File: config.mk
export PLATFORM = sky130hd
export DESIGN_NAME = afu_top
export DESIGN_NICKNAME = d
export VERILOG_FILES = /design/src/logic/afu_pkg.sv /design/src/logic/csr_if.sv /design/src/logic/afu_top.sv /design/src/logic/line_reader.sv /design/src/logic/mmio_csr.sv
export VERILOG_INCLUDE_DIRS = /design/src /design/src/logic
export SDC_FILE = /design/constraint.sdc
export NUM_CORES = 1
export LEC_CHECK = 0
export BUFFER_PORTS_ARGS = -buffer_cell sky130_fd_sc_hd__buf_4
export CAP_MARGIN = 20
export CORE_AREA = 2 2 476 478
export DETAILED_ROUTE_END_ITERATION = 16
export DIE_AREA = 0 0 478 480
export PLACE_DENSITY = 0.41
export RECOVER_POWER = 50
export SLEW_MARGIN = 20
export SYNTH_ARGS = -nofsm -noshare
export SYNTH_HDL_FRONTEND = slang
export SYNTH_HIERARCHICAL = 1
export SYNTH_SLANG_ARGS = --single-unit
File: constraint.sdc
create_clock -name clk -period 5.8 [get_ports clk]
set_input_delay 0.29 -clock clk [delete_from_list [all_inputs] [get_ports clk]]
set_output_delay 0.29 -clock clk [all_outputs]
set_load 0.03 [all_outputs]
File: src/logic/afu_params.svh
`ifndef AFU_PARAMS_SVH
`define AFU_PARAMS_SVH

// identifier the host driver matches against, low half at CSR_ID_L
`define AFU_UUID 128'h8f3a_61c2_4d7e_4b09_a5d1_2e6c_90b7_f314

// mmio offsets in 32-bit word units, every register is 64 bits wide
`define CSR_DFH       16'h0000
`define CSR_ID_L      16'h0002
`define CSR_ID_H      16'h0004
`define CSR_BUF_ADDR  16'h000A // cache-line address of the source buffer
`define CSR_NUM_LINES 16'h000C // lines to fetch
`define CSR_STATUS    16'h000E // {busy, lines_done}

// fetch engine limits
`define MAX_OUTSTANDING 16     // reads in flight at once
`define LINE_IDX_W      16     // width of line count and line index

`endif

File: src/logic/afu_pkg.sv
`default_nettype none

package afu_pkg;

  // mmio request header, arrives on the shared rx header word
  typedef struct packed {
    logic [15:0] address;   // word offset
    logic [1:0]  length;    // access size, only 64-bit is handled
    logic        reserved;
    logic [8:0]  tid;       // echoed back on c2
  } mmio_req_hdr_t;

  // read response header, same 28 bits as the mmio header
  typedef struct packed {
    logic [3:0]  resp_type;
    logic [7:0]  reserved;
    logic [15:0] mdata;     // tag returned from the request
  } rd_rsp_hdr_t;

  // one rx header word, meaning set by which strobe is high
  typedef union packed {
    mmio_req_hdr_t mmio;    // with mmio_rd_valid or mmio_wr_valid
    rd_rsp_hdr_t   rsp;     // with rsp_valid
  } rx_hdr_u;

  // device feature header at offset 0
  typedef struct packed {
    logic [3:0]  feature_type; // 1 = afu
    logic [7:0]  reserved;
    logic [3:0]  minor_rev;
    logic [6:0]  reserved_lo;
    logic        eol;          // last entry of the dfh list
    logic [23:0] next_offset;
    logic [3:0]  major_rev;
    logic [11:0] feature_id;
  } dfh_t;

endpackage

`default_nettype wire

File: src/logic/csr_if.sv
`timescale 1ns/1ps
`default_nettype none

`include "afu_params.svh"

interface csr_if;

  logic                   start;      // one-cycle fetch request
  logic [63:0]            base_addr;  // cache-line address of line 0
  logic [`LINE_IDX_W-1:0] num_lines;  // lines to fetch
  logic [`LINE_IDX_W-1:0] lines_done; // lines returned so far
  logic                   busy;       // fetch in progress

  // register block side
  modport csr (
    output start,
    output base_addr,
    output num_lines,
    input  lines_done,
    input  busy
  );

  // fetch engine side
  modport reader (
    input  start,
    input  base_addr,
    input  num_lines,
    output lines_done,
    output busy
  );

endinterface

`default_nettype wire

File: src/logic/afu_top.sv
`timescale 1ns/1ps
`default_nettype none

module afu_top
  import afu_pkg::*;
(
  input  logic         clk,
  input  logic         rst_n,
  // receive side, one header word for all three events
  input  rx_hdr_u      rx_hdr,
  input  logic [511:0] rx_data,
  input  logic         mmio_rd_valid,
  input  logic         mmio_wr_valid,
  input  logic         rsp_valid,
  // read request channel
  input  logic         c0_almost_full,
  output logic         c0_valid,
  output logic [63:0]  c0_addr,
  output logic [15:0]  c0_mdata,
  // mmio response channel
  output logic         c2_valid,
  output logic [8:0]   c2_tid,
  output logic [63:0]  c2_data,
  // fetched lines
  output logic         buf_addr_valid,
  output logic         mem_data_valid,
  output logic [511:0] mem_data,
  output logic [15:0]  mem_index
);

  // fetch control and status between the two blocks
  csr_if ctl_if ();

  mmio_csr mmio_csr_inst (
    .clk            (clk),
    .rst_n          (rst_n),
    .rx_hdr         (rx_hdr),
    .wr_data        (rx_data[63:0]),  // mmio writes use the low lane
    .mmio_rd_valid  (mmio_rd_valid),
    .mmio_wr_valid  (mmio_wr_valid),
    .c2_valid       (c2_valid),
    .c2_tid         (c2_tid),
    .c2_data        (c2_data),
    .buf_addr_valid (buf_addr_valid),
    .ctl            (ctl_if.csr)
  );

  line_reader line_reader_inst (
    .clk            (clk),
    .rst_n          (rst_n),
    .rx_hdr         (rx_hdr),
    .rx_data        (rx_data),
    .rsp_valid      (rsp_valid),
    .c0_almost_full (c0_almost_full),
    .c0_valid       (c0_valid),
    .c0_addr        (c0_addr),
    .c0_mdata       (c0_mdata),
    .mem_data_valid (mem_data_valid),
    .mem_data       (mem_data),
    .mem_index      (mem_index),
    .ctl            (ctl_if.reader)
  );

endmodule

`default_nettype wire

File: src/logic/line_reader.sv
`timescale 1ns/1ps
`default_nettype none

`include "afu_params.svh"

module line_reader
  import afu_pkg::*;
(
  input  logic         clk,
  input  logic         rst_n,
  input  rx_hdr_u      rx_hdr,         // rsp view only
  input  logic [511:0] rx_data,
  input  logic         rsp_valid,
  input  logic         c0_almost_full, // host read queue nearly full
  output logic         c0_valid,
  output logic [63:0]  c0_addr,        // cache-line address
  output logic [15:0]  c0_mdata,       // line index as tag
  output logic         mem_data_valid,
  output logic [511:0] mem_data,
  output logic [15:0]  mem_index,
  csr_if.reader        ctl
);

  localparam int IW    = `LINE_IDX_W;
  localparam int OUT_W = $clog2(`MAX_OUTSTANDING + 1);
  localparam logic [OUT_W-1:0] OUT_MAX = OUT_W'(`MAX_OUTSTANDING);

  rd_rsp_hdr_t      rsp_hdr;
  logic             busy_q;
  logic [63:0]      base_q;      // latched buffer address
  logic [IW-1:0]    total_q;     // latched line count
  logic [IW-1:0]    issued_q;    // requests sent
  logic [IW-1:0]    done_q;      // responses received
  logic [OUT_W-1:0] outst_q;     // requests in flight
  logic             launch;      // start seen while idle
  logic             more;        // lines left and room in flight
  logic             issue;       // send a request this cycle
  logic [IW-1:0]    issue_idx;
  logic [63:0]      issue_addr;
  logic             rsp_ok;      // response counted for this fetch

  assign rsp_hdr = rx_hdr.rsp;

  assign launch = ctl.start && !busy_q; // restart while busy is dropped
  assign more   = busy_q && (issued_q != total_q) && (outst_q < OUT_MAX);

  // first request goes out in the start cycle itself
  assign issue = !c0_almost_full && ((launch && (ctl.num_lines != '0)) || more);

  assign issue_idx  = launch ? '0 : issued_q;
  assign issue_addr = (launch ? ctl.base_addr : base_q) + {{(64 - IW){1'b0}}, issue_idx};

  assign rsp_ok = rsp_valid && busy_q;

  // request channel
  always_ff @(posedge clk or negedge rst_n) begin
    if (!rst_n) begin
      c0_valid <= 1'b0;
      c0_addr  <= '0;
      c0_mdata <= '0;
    end else begin
      c0_valid <= issue;
      if (issue) begin
        c0_addr  <= issue_addr;
        c0_mdata <= issue_idx;
      end
    end
  end

  // response delivery, order as returned by the host
  always_ff @(posedge clk or negedge rst_n) begin
    if (!rst_n) begin
      mem_data_valid <= 1'b0;
      mem_data       <= '0;
      mem_index      <= '0;
    end else begin
      mem_data_valid <= rsp_valid;
      if (rsp_valid) begin
        mem_data  <= rx_data;
        mem_index <= rsp_hdr.mdata; // tag is the line index
      end
    end
  end

  // fetch bookkeeping
  always_ff @(posedge clk or negedge rst_n) begin
    if (!rst_n) begin
      busy_q   <= 1'b0;
      base_q   <= '0;
      total_q  <= '0;
      issued_q <= '0;
      done_q   <= '0;
      outst_q  <= '0;
    end else if (launch) begin
      base_q   <= ctl.base_addr;
      total_q  <= ctl.num_lines;
      done_q   <= '0;
      busy_q   <= (ctl.num_lines != '0); // zero lines is done at once
      issued_q <= {{(IW - 1){1'b0}}, issue};
      outst_q  <= {{(OUT_W - 1){1'b0}}, issue};
    end else begin
      if (issue) begin
        issued_q <= issued_q + 1'b1;
      end
      if (rsp_ok) begin
        done_q <= done_q + 1'b1;
        if (done_q + 1'b1 == total_q) begin
          busy_q <= 1'b0; // last line back, all were issued
        end
      end
      case ({issue, rsp_ok})
        2'b10:   outst_q <= outst_q + 1'b1;
        2'b01:   outst_q <= outst_q - 1'b1;
        default: ; // none, or one in and one out
      endcase
    end
  end

  assign ctl.busy       = busy_q;
  assign ctl.lines_done = done_q;

endmodule

`default_nettype wire

File: src/logic/mmio_csr.sv
`timescale 1ns/1ps
`default_nettype none

`include "afu_params.svh"

module mmio_csr
  import afu_pkg::*;
(
  input  logic        clk,
  input  logic        rst_n,
  input  rx_hdr_u     rx_hdr,         // mmio view only
  input  logic [63:0] wr_data,        // low lane of rx data
  input  logic        mmio_rd_valid,
  input  logic        mmio_wr_valid,
  output logic        c2_valid,       // mmio read response
  output logic [8:0]  c2_tid,
  output logic [63:0] c2_data,
  output logic        buf_addr_valid, // same cycle as the address write
  csr_if.csr          ctl
);

  localparam logic [127:0] AFU_ID = `AFU_UUID;

  mmio_req_hdr_t          mmio_hdr;
  dfh_t                   dfh;
  logic [63:0]            buffer_addr;  // last written buffer address
  logic [`LINE_IDX_W-1:0] num_lines;    // programmed line count
  logic                   start_q;      // address write, one cycle late
  logic [63:0]            status_word;
  logic [63:0]            rd_word;      // read mux output

  assign mmio_hdr = rx_hdr.mmio;

  // afu type, end of list, no further features
  assign dfh = '{feature_type: 4'h1, eol: 1'b1, default: '0};

  assign status_word = {{(64 - `LINE_IDX_W - 1){1'b0}}, ctl.busy, ctl.lines_done};

  // read data select
  always_comb begin
    case (mmio_hdr.address)
      `CSR_DFH:       rd_word = dfh;
      `CSR_ID_L:      rd_word = AFU_ID[63:0];
      `CSR_ID_H:      rd_word = AFU_ID[127:64];
      `CSR_BUF_ADDR:  rd_word = buffer_addr;
      `CSR_NUM_LINES: rd_word = {{(64 - `LINE_IDX_W){1'b0}}, num_lines};
      `CSR_STATUS:    rd_word = status_word;
      default:        rd_word = 64'h0; // 0x0006, 0x0008 and unmapped
    endcase
  end

  // write strobe for the buffer address, combinational
  assign buf_addr_valid = mmio_wr_valid && (mmio_hdr.address == `CSR_BUF_ADDR);

  // read response path, one cycle after the request
  always_ff @(posedge clk or negedge rst_n) begin
    if (!rst_n) begin
      c2_valid <= 1'b0;
      c2_tid   <= '0;
      c2_data  <= '0;
    end else begin
      c2_valid <= mmio_rd_valid;
      if (mmio_rd_valid) begin
        c2_tid  <= mmio_hdr.tid; // echo the request tid
        c2_data <= rd_word;
      end
    end
  end

  // writable registers
  always_ff @(posedge clk or negedge rst_n) begin
    if (!rst_n) begin
      buffer_addr <= '0;
      num_lines   <= '0;
    end else if (mmio_wr_valid) begin
      case (mmio_hdr.address)
        `CSR_BUF_ADDR:  buffer_addr <= wr_data;
        `CSR_NUM_LINES: num_lines   <= wr_data[`LINE_IDX_W-1:0];
        default:        ; // read-only or unmapped
      endcase
    end
  end

  // fetch kick, lands when buffer_addr already holds the new value
  always_ff @(posedge clk or negedge rst_n) begin
    if (!rst_n) begin
      start_q <= 1'b0;
    end else begin
      start_q <= buf_addr_valid;
    end
  end

  assign ctl.start     = start_q;
  assign ctl.base_addr = buffer_addr;
  assign ctl.num_lines = num_lines;

endmodule

`default_nettype wire
==> results of run 1 <==
[power groups by stage]
stage          clock, uW  sequential [uW]  combinational, uW
6_report            7210             7200               4370
3_5_place_dp           0             7310               4090
5_1_grt             7700             7280               4640
4_1_cts             7470             7210               4540
2_1_floorplan          0             8200               1020
3_3_place_gp           0             7300               4080
[final cells by class]
cell class	count	area, um^2	share of cell area [%]
repair buffers	1816	14700	25.0
clock inverters	27	403	0.687
flip-flops and latches	883	22100	37.7
multi-input cells	1778	14200	24.1
well taps	2992	3740	6.38
inverters	40	150	0.256
diodes	58	145	0.248
clock buffers	169	3290	5.61
[stage by stage]
step	worst slack [ns]	std cells	utilization, %
final	0.819	7763	26.2
after global routing	0.567	7728	26.1
after CTS	1.36	7704	26.3
after detailed placement	1.36	6966	22.2
after global placement	1.46	6966	22.2
after floorplan	1.39	2862	-
[tightest hold or removal path: cells and delay by family]
kind / cells / cell delay, ns
buf+inv: 2 / 0.63
mux: 1 / 0.12
[sequential cells by signal (all words and copies together) (netlist names)]
register	count
line_reader_inst/base_q	64
line_reader_inst/c0_addr	64
line_reader_inst/c0_mdata	16
line_reader_inst/c0_valid	1
line_reader_inst/ctl.busy	1
line_reader_inst/ctl.lines_done	16
line_reader_inst/issued_q	16
line_reader_inst/mem_data	512
line_reader_inst/mem_data_valid	1
line_reader_inst/mem_index	16
line_reader_inst/outst_q	5
line_reader_inst/total_q	16
mmio_csr_inst/c2_data	64
mmio_csr_inst/c2_tid	9
mmio_csr_inst/c2_valid	1
mmio_csr_inst/ctl.base_addr	64
mmio_csr_inst/ctl.num_lines	16
mmio_csr_inst/ctl.start	1
[placed cells by master (no fill, tap or decap), types with 73 or more instances in the layout]
| master | instances |
|---|---|
| buf_4 | 1155 |
| dfrtp_1 | 883 |
| mux2_2 | 574 |
| dlygate4sd3_1 | 542 |
| nand2_1 | 365 |
| clkbuf_1 | 139 |
| clkbuf_16 | 113 |
| o21ai_0 | 105 |
| xnor2_1 | 87 |
| a21oi_1 | 73 |
[cell usage after synthesis (6+ instances only)]
cell type	instances	area, um^2
buf_1	17	63.8
nor4_1	10	62.6
nor2_1	51	191
a2111oi_0	6	52.6
o21ai_1	9	45.0
buf_6	9	101
a31oi_1	17	106
xor2_1	12	105
dfrtp_1	883	22100
a21oi_1	73	365
nand4_1	18	113
xnor2_1	87	762
and2_1	21	131
mux2_2	574	6460
and4_1	6	52.6
o21ai_0	105	526
and3_1	31	194
nand3_1	44	220
a211oi_1	15	113
mux2_1	60	676
mux2i_1	38	380
a22oi_1	21	158
o2bb2ai_1	47	412
buf_2	14	70.1
a2111oi_2	6	90.1
o31ai_1	12	90.1
or3_1	8	50.1
nand2_1	365	1370
nor3_1	18	90.1
ha_1	21	263
nand2b_1	10	62.6
inv_1	40	150
clkbuf_1	119	447
a21o_1	6	45.0
[repair_timing]
action,in CTS,in global routing
resized for setup,0,0
hold buffers,542,0
endpoints found under the hold margin,674,0
[path summary, 6_finish.rpt]
kind	start	to	slack (ns)	depth (start not counted)
min in group asynchronous	rst_n	line_reader_inst/mem_data[389]	1.86	2
hold / removal	rx_data[425]	line_reader_inst/mem_data[425]	0.30	3
setup / recovery	rsp_valid	line_reader_inst/mem_data[1]	0.82	4
setup reg to reg	line_reader_inst/ctl.busy	line_reader_inst/c0_addr[28]	1.42	14
max in group asynchronous	rst_n	line_reader_inst/mem_data[54]	1.28	3
hold reg to reg	line_reader_inst/base_q[63]	line_reader_inst/base_q[63]	0.48	2
[cell families (layout without fill, tap and decap cells)]
kind of cell,count (synthesis),count (layout)
other,0,58
and+or+nand+nor,615,615
buffers and inverters,201,2052
adders and majority gates,23,23
DFF,883,883
muxes,673,673
xor gates and xnor gates,99,99
AOI/OAI and AO/OA,368,368
[metal layers]
metal,global-route usage (%),up-vias
met3,9.51,487
met2,36.6,1260
met1,21.6,16000
met5,0,-
li1,-,13800
met4,4.93,26
==> flow_summary_export.csv, run 1 <==
group,metric,value,unit
pwr,p_per_area,320,nW/um^2
setup_path,crit_fanout,60,
global_route,antenna_found_initial,206,
synthesis,ys.flop_type,"dfrtp_1",
sta,fin_crit_sh,85.9,%
sta,drv_slew,417,
outcome,violations,"max-capacitance violations, max-slew violations",
global_route,grt_pass1_wl,317000,um
setup_path,cpPeakStageDelay,2.57,ns
sta,whs,0.305,ns
synthesis,synth_fa_ha_area_share,0.817,%
finish,fill_cells,23900,
global_route,overflow,0,
detailed_routing,vias_per_cell,4.07,
sta,hold_viol,0,
detailed_routing,routed-wl-met2,122000,um
synthesis,synth_compound_area_share,6.87,%
finish,drive_gt1_share,41.2,%
detailed_routing,wirelength,241000,um
worst_hold_path,hold_path_class,"primary input to flop",
setup_path,crit_chain,"clkbuf_1 > clkbuf_1 > buf_4 > mux2_2",
cts,path_clk_slew,0.06,ns
setup_path,start_kind,"primary input",
global_route,grt_max_degree,157,
finish,fin_nets,5200,
synthesis,syn_area_per_cell,12.9,um^2
detailed_routing,drtPass1Iterations,5,
synthesis,synth_seq_cells,883,
floorplan,row_count,174,
sta,final-setup-viol-count,0,
detailed_routing,drt_iter0_drc,1821,
setup_path,crit_family,"buffers and inverters",
cts,post-cts-setup-buffers,0,
synthesis,ys_warn_count,6,
sta,fin_crit,4.98,ns
pwr,switching_share,32.6,%
synthesis,synth.cell_area,37000,um^2
setup_path,crit_required,6.43,ns
detailed_routing,topRoutingLayerUsed,"met5",
pwr,intPower,12700,uW
detailed_routing,wire_per_inst,31.0,um
cts,htreeDepth,3,
synthesis,synth.distinct_cells,77,
global_route,first_global_vias,33000,
pwr,power_frac_seq,38.3,%
run,drv_cap,8,
pwr,ir_drop,0.229,mV
synthesis,ys_seq_area_share,59.7,%
detailed_routing,met1_length,86200,um
detailed_routing,wl_met3,24900,um
pwr,p_total,18800,uW
pwr,p_clk_share,38.4,%
setup_path,crit_top_cell,"clkbuf_1",
setup_path,crit_buf_inv,3,
synthesis,synth-edff-count,0,
sta,slew_headroom,-191,%
synthesis,muxShareOfSynthArea,20.3,%
placement,placedInstanceArea,49800,um^2
floorplan,dieArea,229000,um^2
synthesis,async_flop_share,100,%
pwr,p_leak,0.0261,uW
floorplan,die_width,478,um
sta,fmax,201,MHz
pwr,netSwitchingPower,6130,uW
cts,clk_latency,0.75,ns
setup_path,cp-end-kind,"flop",
setup_path,path_class,"primary input to flop",
synthesis,syn_inst,2862,
synthesis,synth_top_family_by_area,"multiplexers",
sta,finalSetupTns,0,ns
detailed_routing,drtAntennaViolNets,0,
detailed_routing,vias,31600,
detailed_routing,drc,0,
setup_path,crit_arrival,5.62,ns
sta,tightest_slew,4.36,ns
placement,dp_hpwl,197000,um
setup_path,critPathSlowestCell,"clkbuf_1",
floorplan,io_pins,1231,
cts,clockBufferDepth,3,
placement,gp_congestion,0.895,
floorplan,coreArea,224000,um^2
placement,port_buffers,1230,
floorplan,start_util,16.5,%
pwr,comb_power_share,23.3,%
synthesis,synth_xor_xnor_area_share,2.34,%
cts,cts_sinks,883,
sta,rsz0062_at_grt,"false",
finish,synthToLayoutAreaGrowth,58.3,%
synthesis,synth_simple_gate_area_share,7.69,%
global_route,grt_use_total,20.4,%
synthesis,syn_nets,3431,
cts,clock-root-buffer,"clkbuf_16",
sta,skew,0.0269,ns
cts,cts_tree,"yes",
cts,cts_inserted_buffers,112,
outcome,status,"complete, but fails checks",
floorplan,dieHeight,480,um
finish,stdcell_area,58600,um^2
Note: power is estimated with default switching activity, not from simulation.
==> inputs of run 2 (changes only) <==
--- a/config.mk
+++ b/config.mk
@@ -6,11 +6,14 @@
 export SDC_FILE = /design/constraint.sdc
 export NUM_CORES = 1
 export LEC_CHECK = 0
+export ABC_AREA = 1
+export ABC_CLOCK_PERIOD_IN_PS = 5800
 export BUFFER_PORTS_ARGS = -buffer_cell sky130_fd_sc_hd__buf_4
 export CAP_MARGIN = 20
-export CORE_AREA = 2 2 476 478
+export CORE_AREA = 2 2 485 487
+export CTS_CLUSTER_DIAMETER = 150
 export DETAILED_ROUTE_END_ITERATION = 16
-export DIE_AREA = 0 0 478 480
+export DIE_AREA = 0 0 487 489
 export PLACE_DENSITY = 0.41
 export RECOVER_POWER = 50
 export SLEW_MARGIN = 20
==> run 2 against run 1 <==
Against the previous run:
- the run still ends with max-capacitance violations, max-slew violations left
- largest cell class unchanged
- highest routed layer unchanged
- non-clock buffer count decreased by 21
- clock skew increased by 0.011 ns
- design area decreased by 0.41%
- sequential share of layout area increased by 0.16 points
- sequential cell count unchanged
- worst setup slack improved by 0.60 ns
- first-iteration DRC count increased by 24%
- global-route usage increased by 0.16 points
- die area increased by 3.8%
==> flow_summary_export.csv, run 2 <==
group,metric,value,unit
finish,largest_reg_flops,512,
detailed_routing,drtPass1Iterations,5,
finish,final_cell_mix,"1036 x nand2_1, 883 x dfrtp_1, 714 x buf_4, 561 x clkbuf_1, 532 x dlygate4sd3_1",
synthesis,synth-edff-count,0,
cts,htreeDepth,3,
global_route,grt_pass1_wl,332000,um
finish,synthToLayoutAreaGrowth,51.7,%
synthesis,synth_top_family_by_area,"simple AND/OR/NAND/NOR gates",
worst_hold_path,hold_path_class,"primary input to flop",
pwr,power_frac_seq,39.3,%
sta,fin_crit,4.38,ns
finish,final_common_cell,"nand2_1",
synthesis,yosysMostFrequentCell,"nand2_1",
cts,cts_inserted_buffers,116,
sta,fin_crit_sh,75.5,%
pwr,comb_power_share,17.3,%
placement,numPlacedInstances,7894,
synthesis,syn_area_per_cell,10.3,um^2
synthesis,syn_nets,4295,
floorplan,start_util,16.5,%
synthesis,synth_seq_cells,883,
cts,cts_tree,"yes",
detailed_routing,vias_per_cell,4.07,
pwr,p_leak,0.0267,uW
pwr,p_clk_share,43.5,%
sta,slew_headroom,-113,%
sta,tightest_slew,3.20,ns
synthesis,ys_warn_count,6,
cts,cts_sinks,883,
pwr,ir_drop,0.247,mV
detailed_routing,wire_per_inst,29.0,um
setup_path,crit_family,"buffers and inverters",
pwr,p_total,17200,uW
setup_path,start_kind,"primary input",
pwr,intPower,11900,uW
pwr,p_per_area,294,nW/um^2
sta,drv_slew,270,
setup_path,cp-end-kind,"async pin",
global_route,grt_use_total,20.6,%
floorplan,io_pins,1231,
setup_path,critPathSlowestCell,"clkbuf_2",
synthesis,muxShareOfSynthArea,15.4,%
synthesis,syn_inst,3726,
pwr,netSwitchingPower,5270,uW
detailed_routing,drt_iter0_drc,2251,
global_route,overflow,0,
synthesis,synth_compound_area_share,4.05,%
setup_path,path_class,"primary input to async pin",
cts,path_clk_slew,0.06,ns
global_route,grt_max_degree,172,
setup_path,cpPeakStageDelay,2.11,ns
detailed_routing,drtAntennaViolNets,0,
synthesis,synth_simple_gate_area_share,16.5,%
outcome,violations,"max-capacitance violations, max-slew violations",
global_route,antenna_found_initial,207,
finish,layoutNonFillerInstCount,8674,
finish,top_register,"line_reader_inst/mem_data",
floorplan,coreArea,234000,um^2
synthesis,yosys.area.top_type,"dfrtp_1",
outcome,status,"complete, but fails checks",
synthesis,ys_top_cells_by_count,"1036 x nand2_1, 883 x dfrtp_1, 528 x mux2_2",
sta,skew,0.0376,ns
setup_path,crit_fanout,87,
sta,hold_viol,0,
synthesis,ys_top_cells_by_area,"dfrtp_1 57%, mux2_2 15%, nand2_1 10%",
pwr,switching_share,30.7,%
setup_path,crit_buf_inv,3,
detailed_routing,wirelength,252000,um
synthesis,synth.distinct_cells,43,
floorplan,dieHeight,489,um
floorplan,row_count,178,
cts,clk_latency,0.76,ns
synthesis,synth.cell_area,38500,um^2
sta,rsz0062_at_grt,"false",
setup_path,crit_required,6.17,ns
floorplan,die_width,487,um
detailed_routing,vias,35300,
placement,gp_congestion,0.920,
synthesis,ys.flop_type,"dfrtp_1",
cts,clockBufferDepth,3,
setup_path,crit_chain,"dlygate4sd3_1 > clkbuf_2 > clkbuf_1",
detailed_routing,drc,0,
cts,clock-root-buffer,"clkbuf_16",
finish,drive_gt1_share,27.9,%
synthesis,ys_seq_area_share,57.4,%
sta,fmax,228,MHz
floorplan,dieArea,238000,um^2
placement,dp_hpwl,207000,um
sta,final-setup-viol-count,0,
synthesis,synth_fa_ha_area_share,0.787,%
synthesis,async_flop_share,100,%
cts,ctsResizeCount,0,
global_route,first_global_vias,36200,
finish,fin_nets,6053,
placement,port_buffers,1230,
sta,finalSetupTns,0,ns
run,drv_cap,6,
setup_path,crit_arrival,4.75,ns
synthesis,synth_xor_xnor_area_share,1.27,%
synthesis,synth_top_area_share,57.4,%
## run 2: cell count changes after synthesis, sizes merged, moves of 21 or more
cell / previous run / this run
o2bb2ai: 47 / 0
xnor2: 87 / 14
xor2: 12 / 39
o21ai: 114 / 241
nand2: 366 / 1083
inv: 40 / 257
nor2: 51 / 235
mux2: 634 / 528
and3: 31 / 0
nand3: 46 / 154
a21oi: 73 / 26
a22oi: 21 / 0
mux2i: 39 / 0
## run 2: metal layers
metal	global-route usage, %	wire length (um)
met1	22.2	91900
met2	36.4	126000
met3	9.18	25100
met4	5.58	9010
met5	0	195
## run 2: kinds of logic (layout without fill, tap and decap cells)
logic type	Yosys count	after routing
buffers and inverters	416	2263
xor gates and xnor gates	54	54
muxes	528	528
other	0	41
AOI/OAI and AO/OA	283	283
DFF	883	883
adders and majority gates	23	23
and+or+nand+nor	1539	1539
## run 2: area by class of cell
cell class,count,area (um^2)
fillers,25600,175000
diodes,41,103
clock buffers,170,3440
multi-input cells,2427,14700
inverters,261,983
flip-flops and latches,883,22100
repair buffers,1795,12900
clock inverters,37,400
well taps,3060,3830
## run 2: stage by stage
step           instance area [um^2]  hold WS [ns]  setup slack (ns)  utilization (%)
6_report                      58400         0.211              1.42             25.0
3_3_place_gp                  51200         0.441              1.81             21.9
5_1_grt                       58300         0.196             0.697             25.0
2_1_floorplan                 38500      -0.00559              2.43                -
4_1_cts                       60300         0.129              1.47             25.8
3_5_place_dp                  51200         0.430              1.85             21.9
## run 2: worst paths after layout
kind / start / endpoint / slack, ns / cells past startpoint
hold / removal: mmio_wr_valid / mmio_csr_inst/ctl.base_addr[1] / 0.21 / 4
setup reg to reg: line_reader_inst/ctl.busy / line_reader_inst/c0_addr[43] / 1.82 / 17
max in group clk: rx_hdr[12] / buf_addr_valid / 1.50 / 10
hold reg to reg: mmio_csr_inst/c2_tid[5] / mmio_csr_inst/c2_tid[5] / 0.47 / 2
min in group asynchronous: rst_n / line_reader_inst/mem_data[78] / 1.06 / 2
setup / recovery: rst_n / line_reader_inst/ctl.lines_done[11] / 1.42 / 3
## run 2: what timing repair did
| item | in CTS | in global routing |
|---|---|---|
| hold buffers | 532 | 0 |
| buffers inserted | 0 | 0 |
| hold endpoints to repair | 711 | 0 |
## run 2: worst reg2reg max path, delay by kind of cell (launching register included)
family | cells | cell delay, ns
adder cells (fa/ha/maj) | 1 | 0.30
AND/OR/NAND/NOR | 10 | 1.30
AO/OA/AOI/OAI | 3 | 0.57
buffers and inverters | 3 | 1.27
flip-flops | 1 | 0.42
## run 2: power groups by stage
stage	clock network [uW]	logic, uW	registers [uW]
after CTS	7720	3300	6760
after floorplan	0	465	7590
after global placement	0	2870	6850
after global routing	7920	3140	6790
final	7470	2960	6750
after detailed placement	0	2860	6860
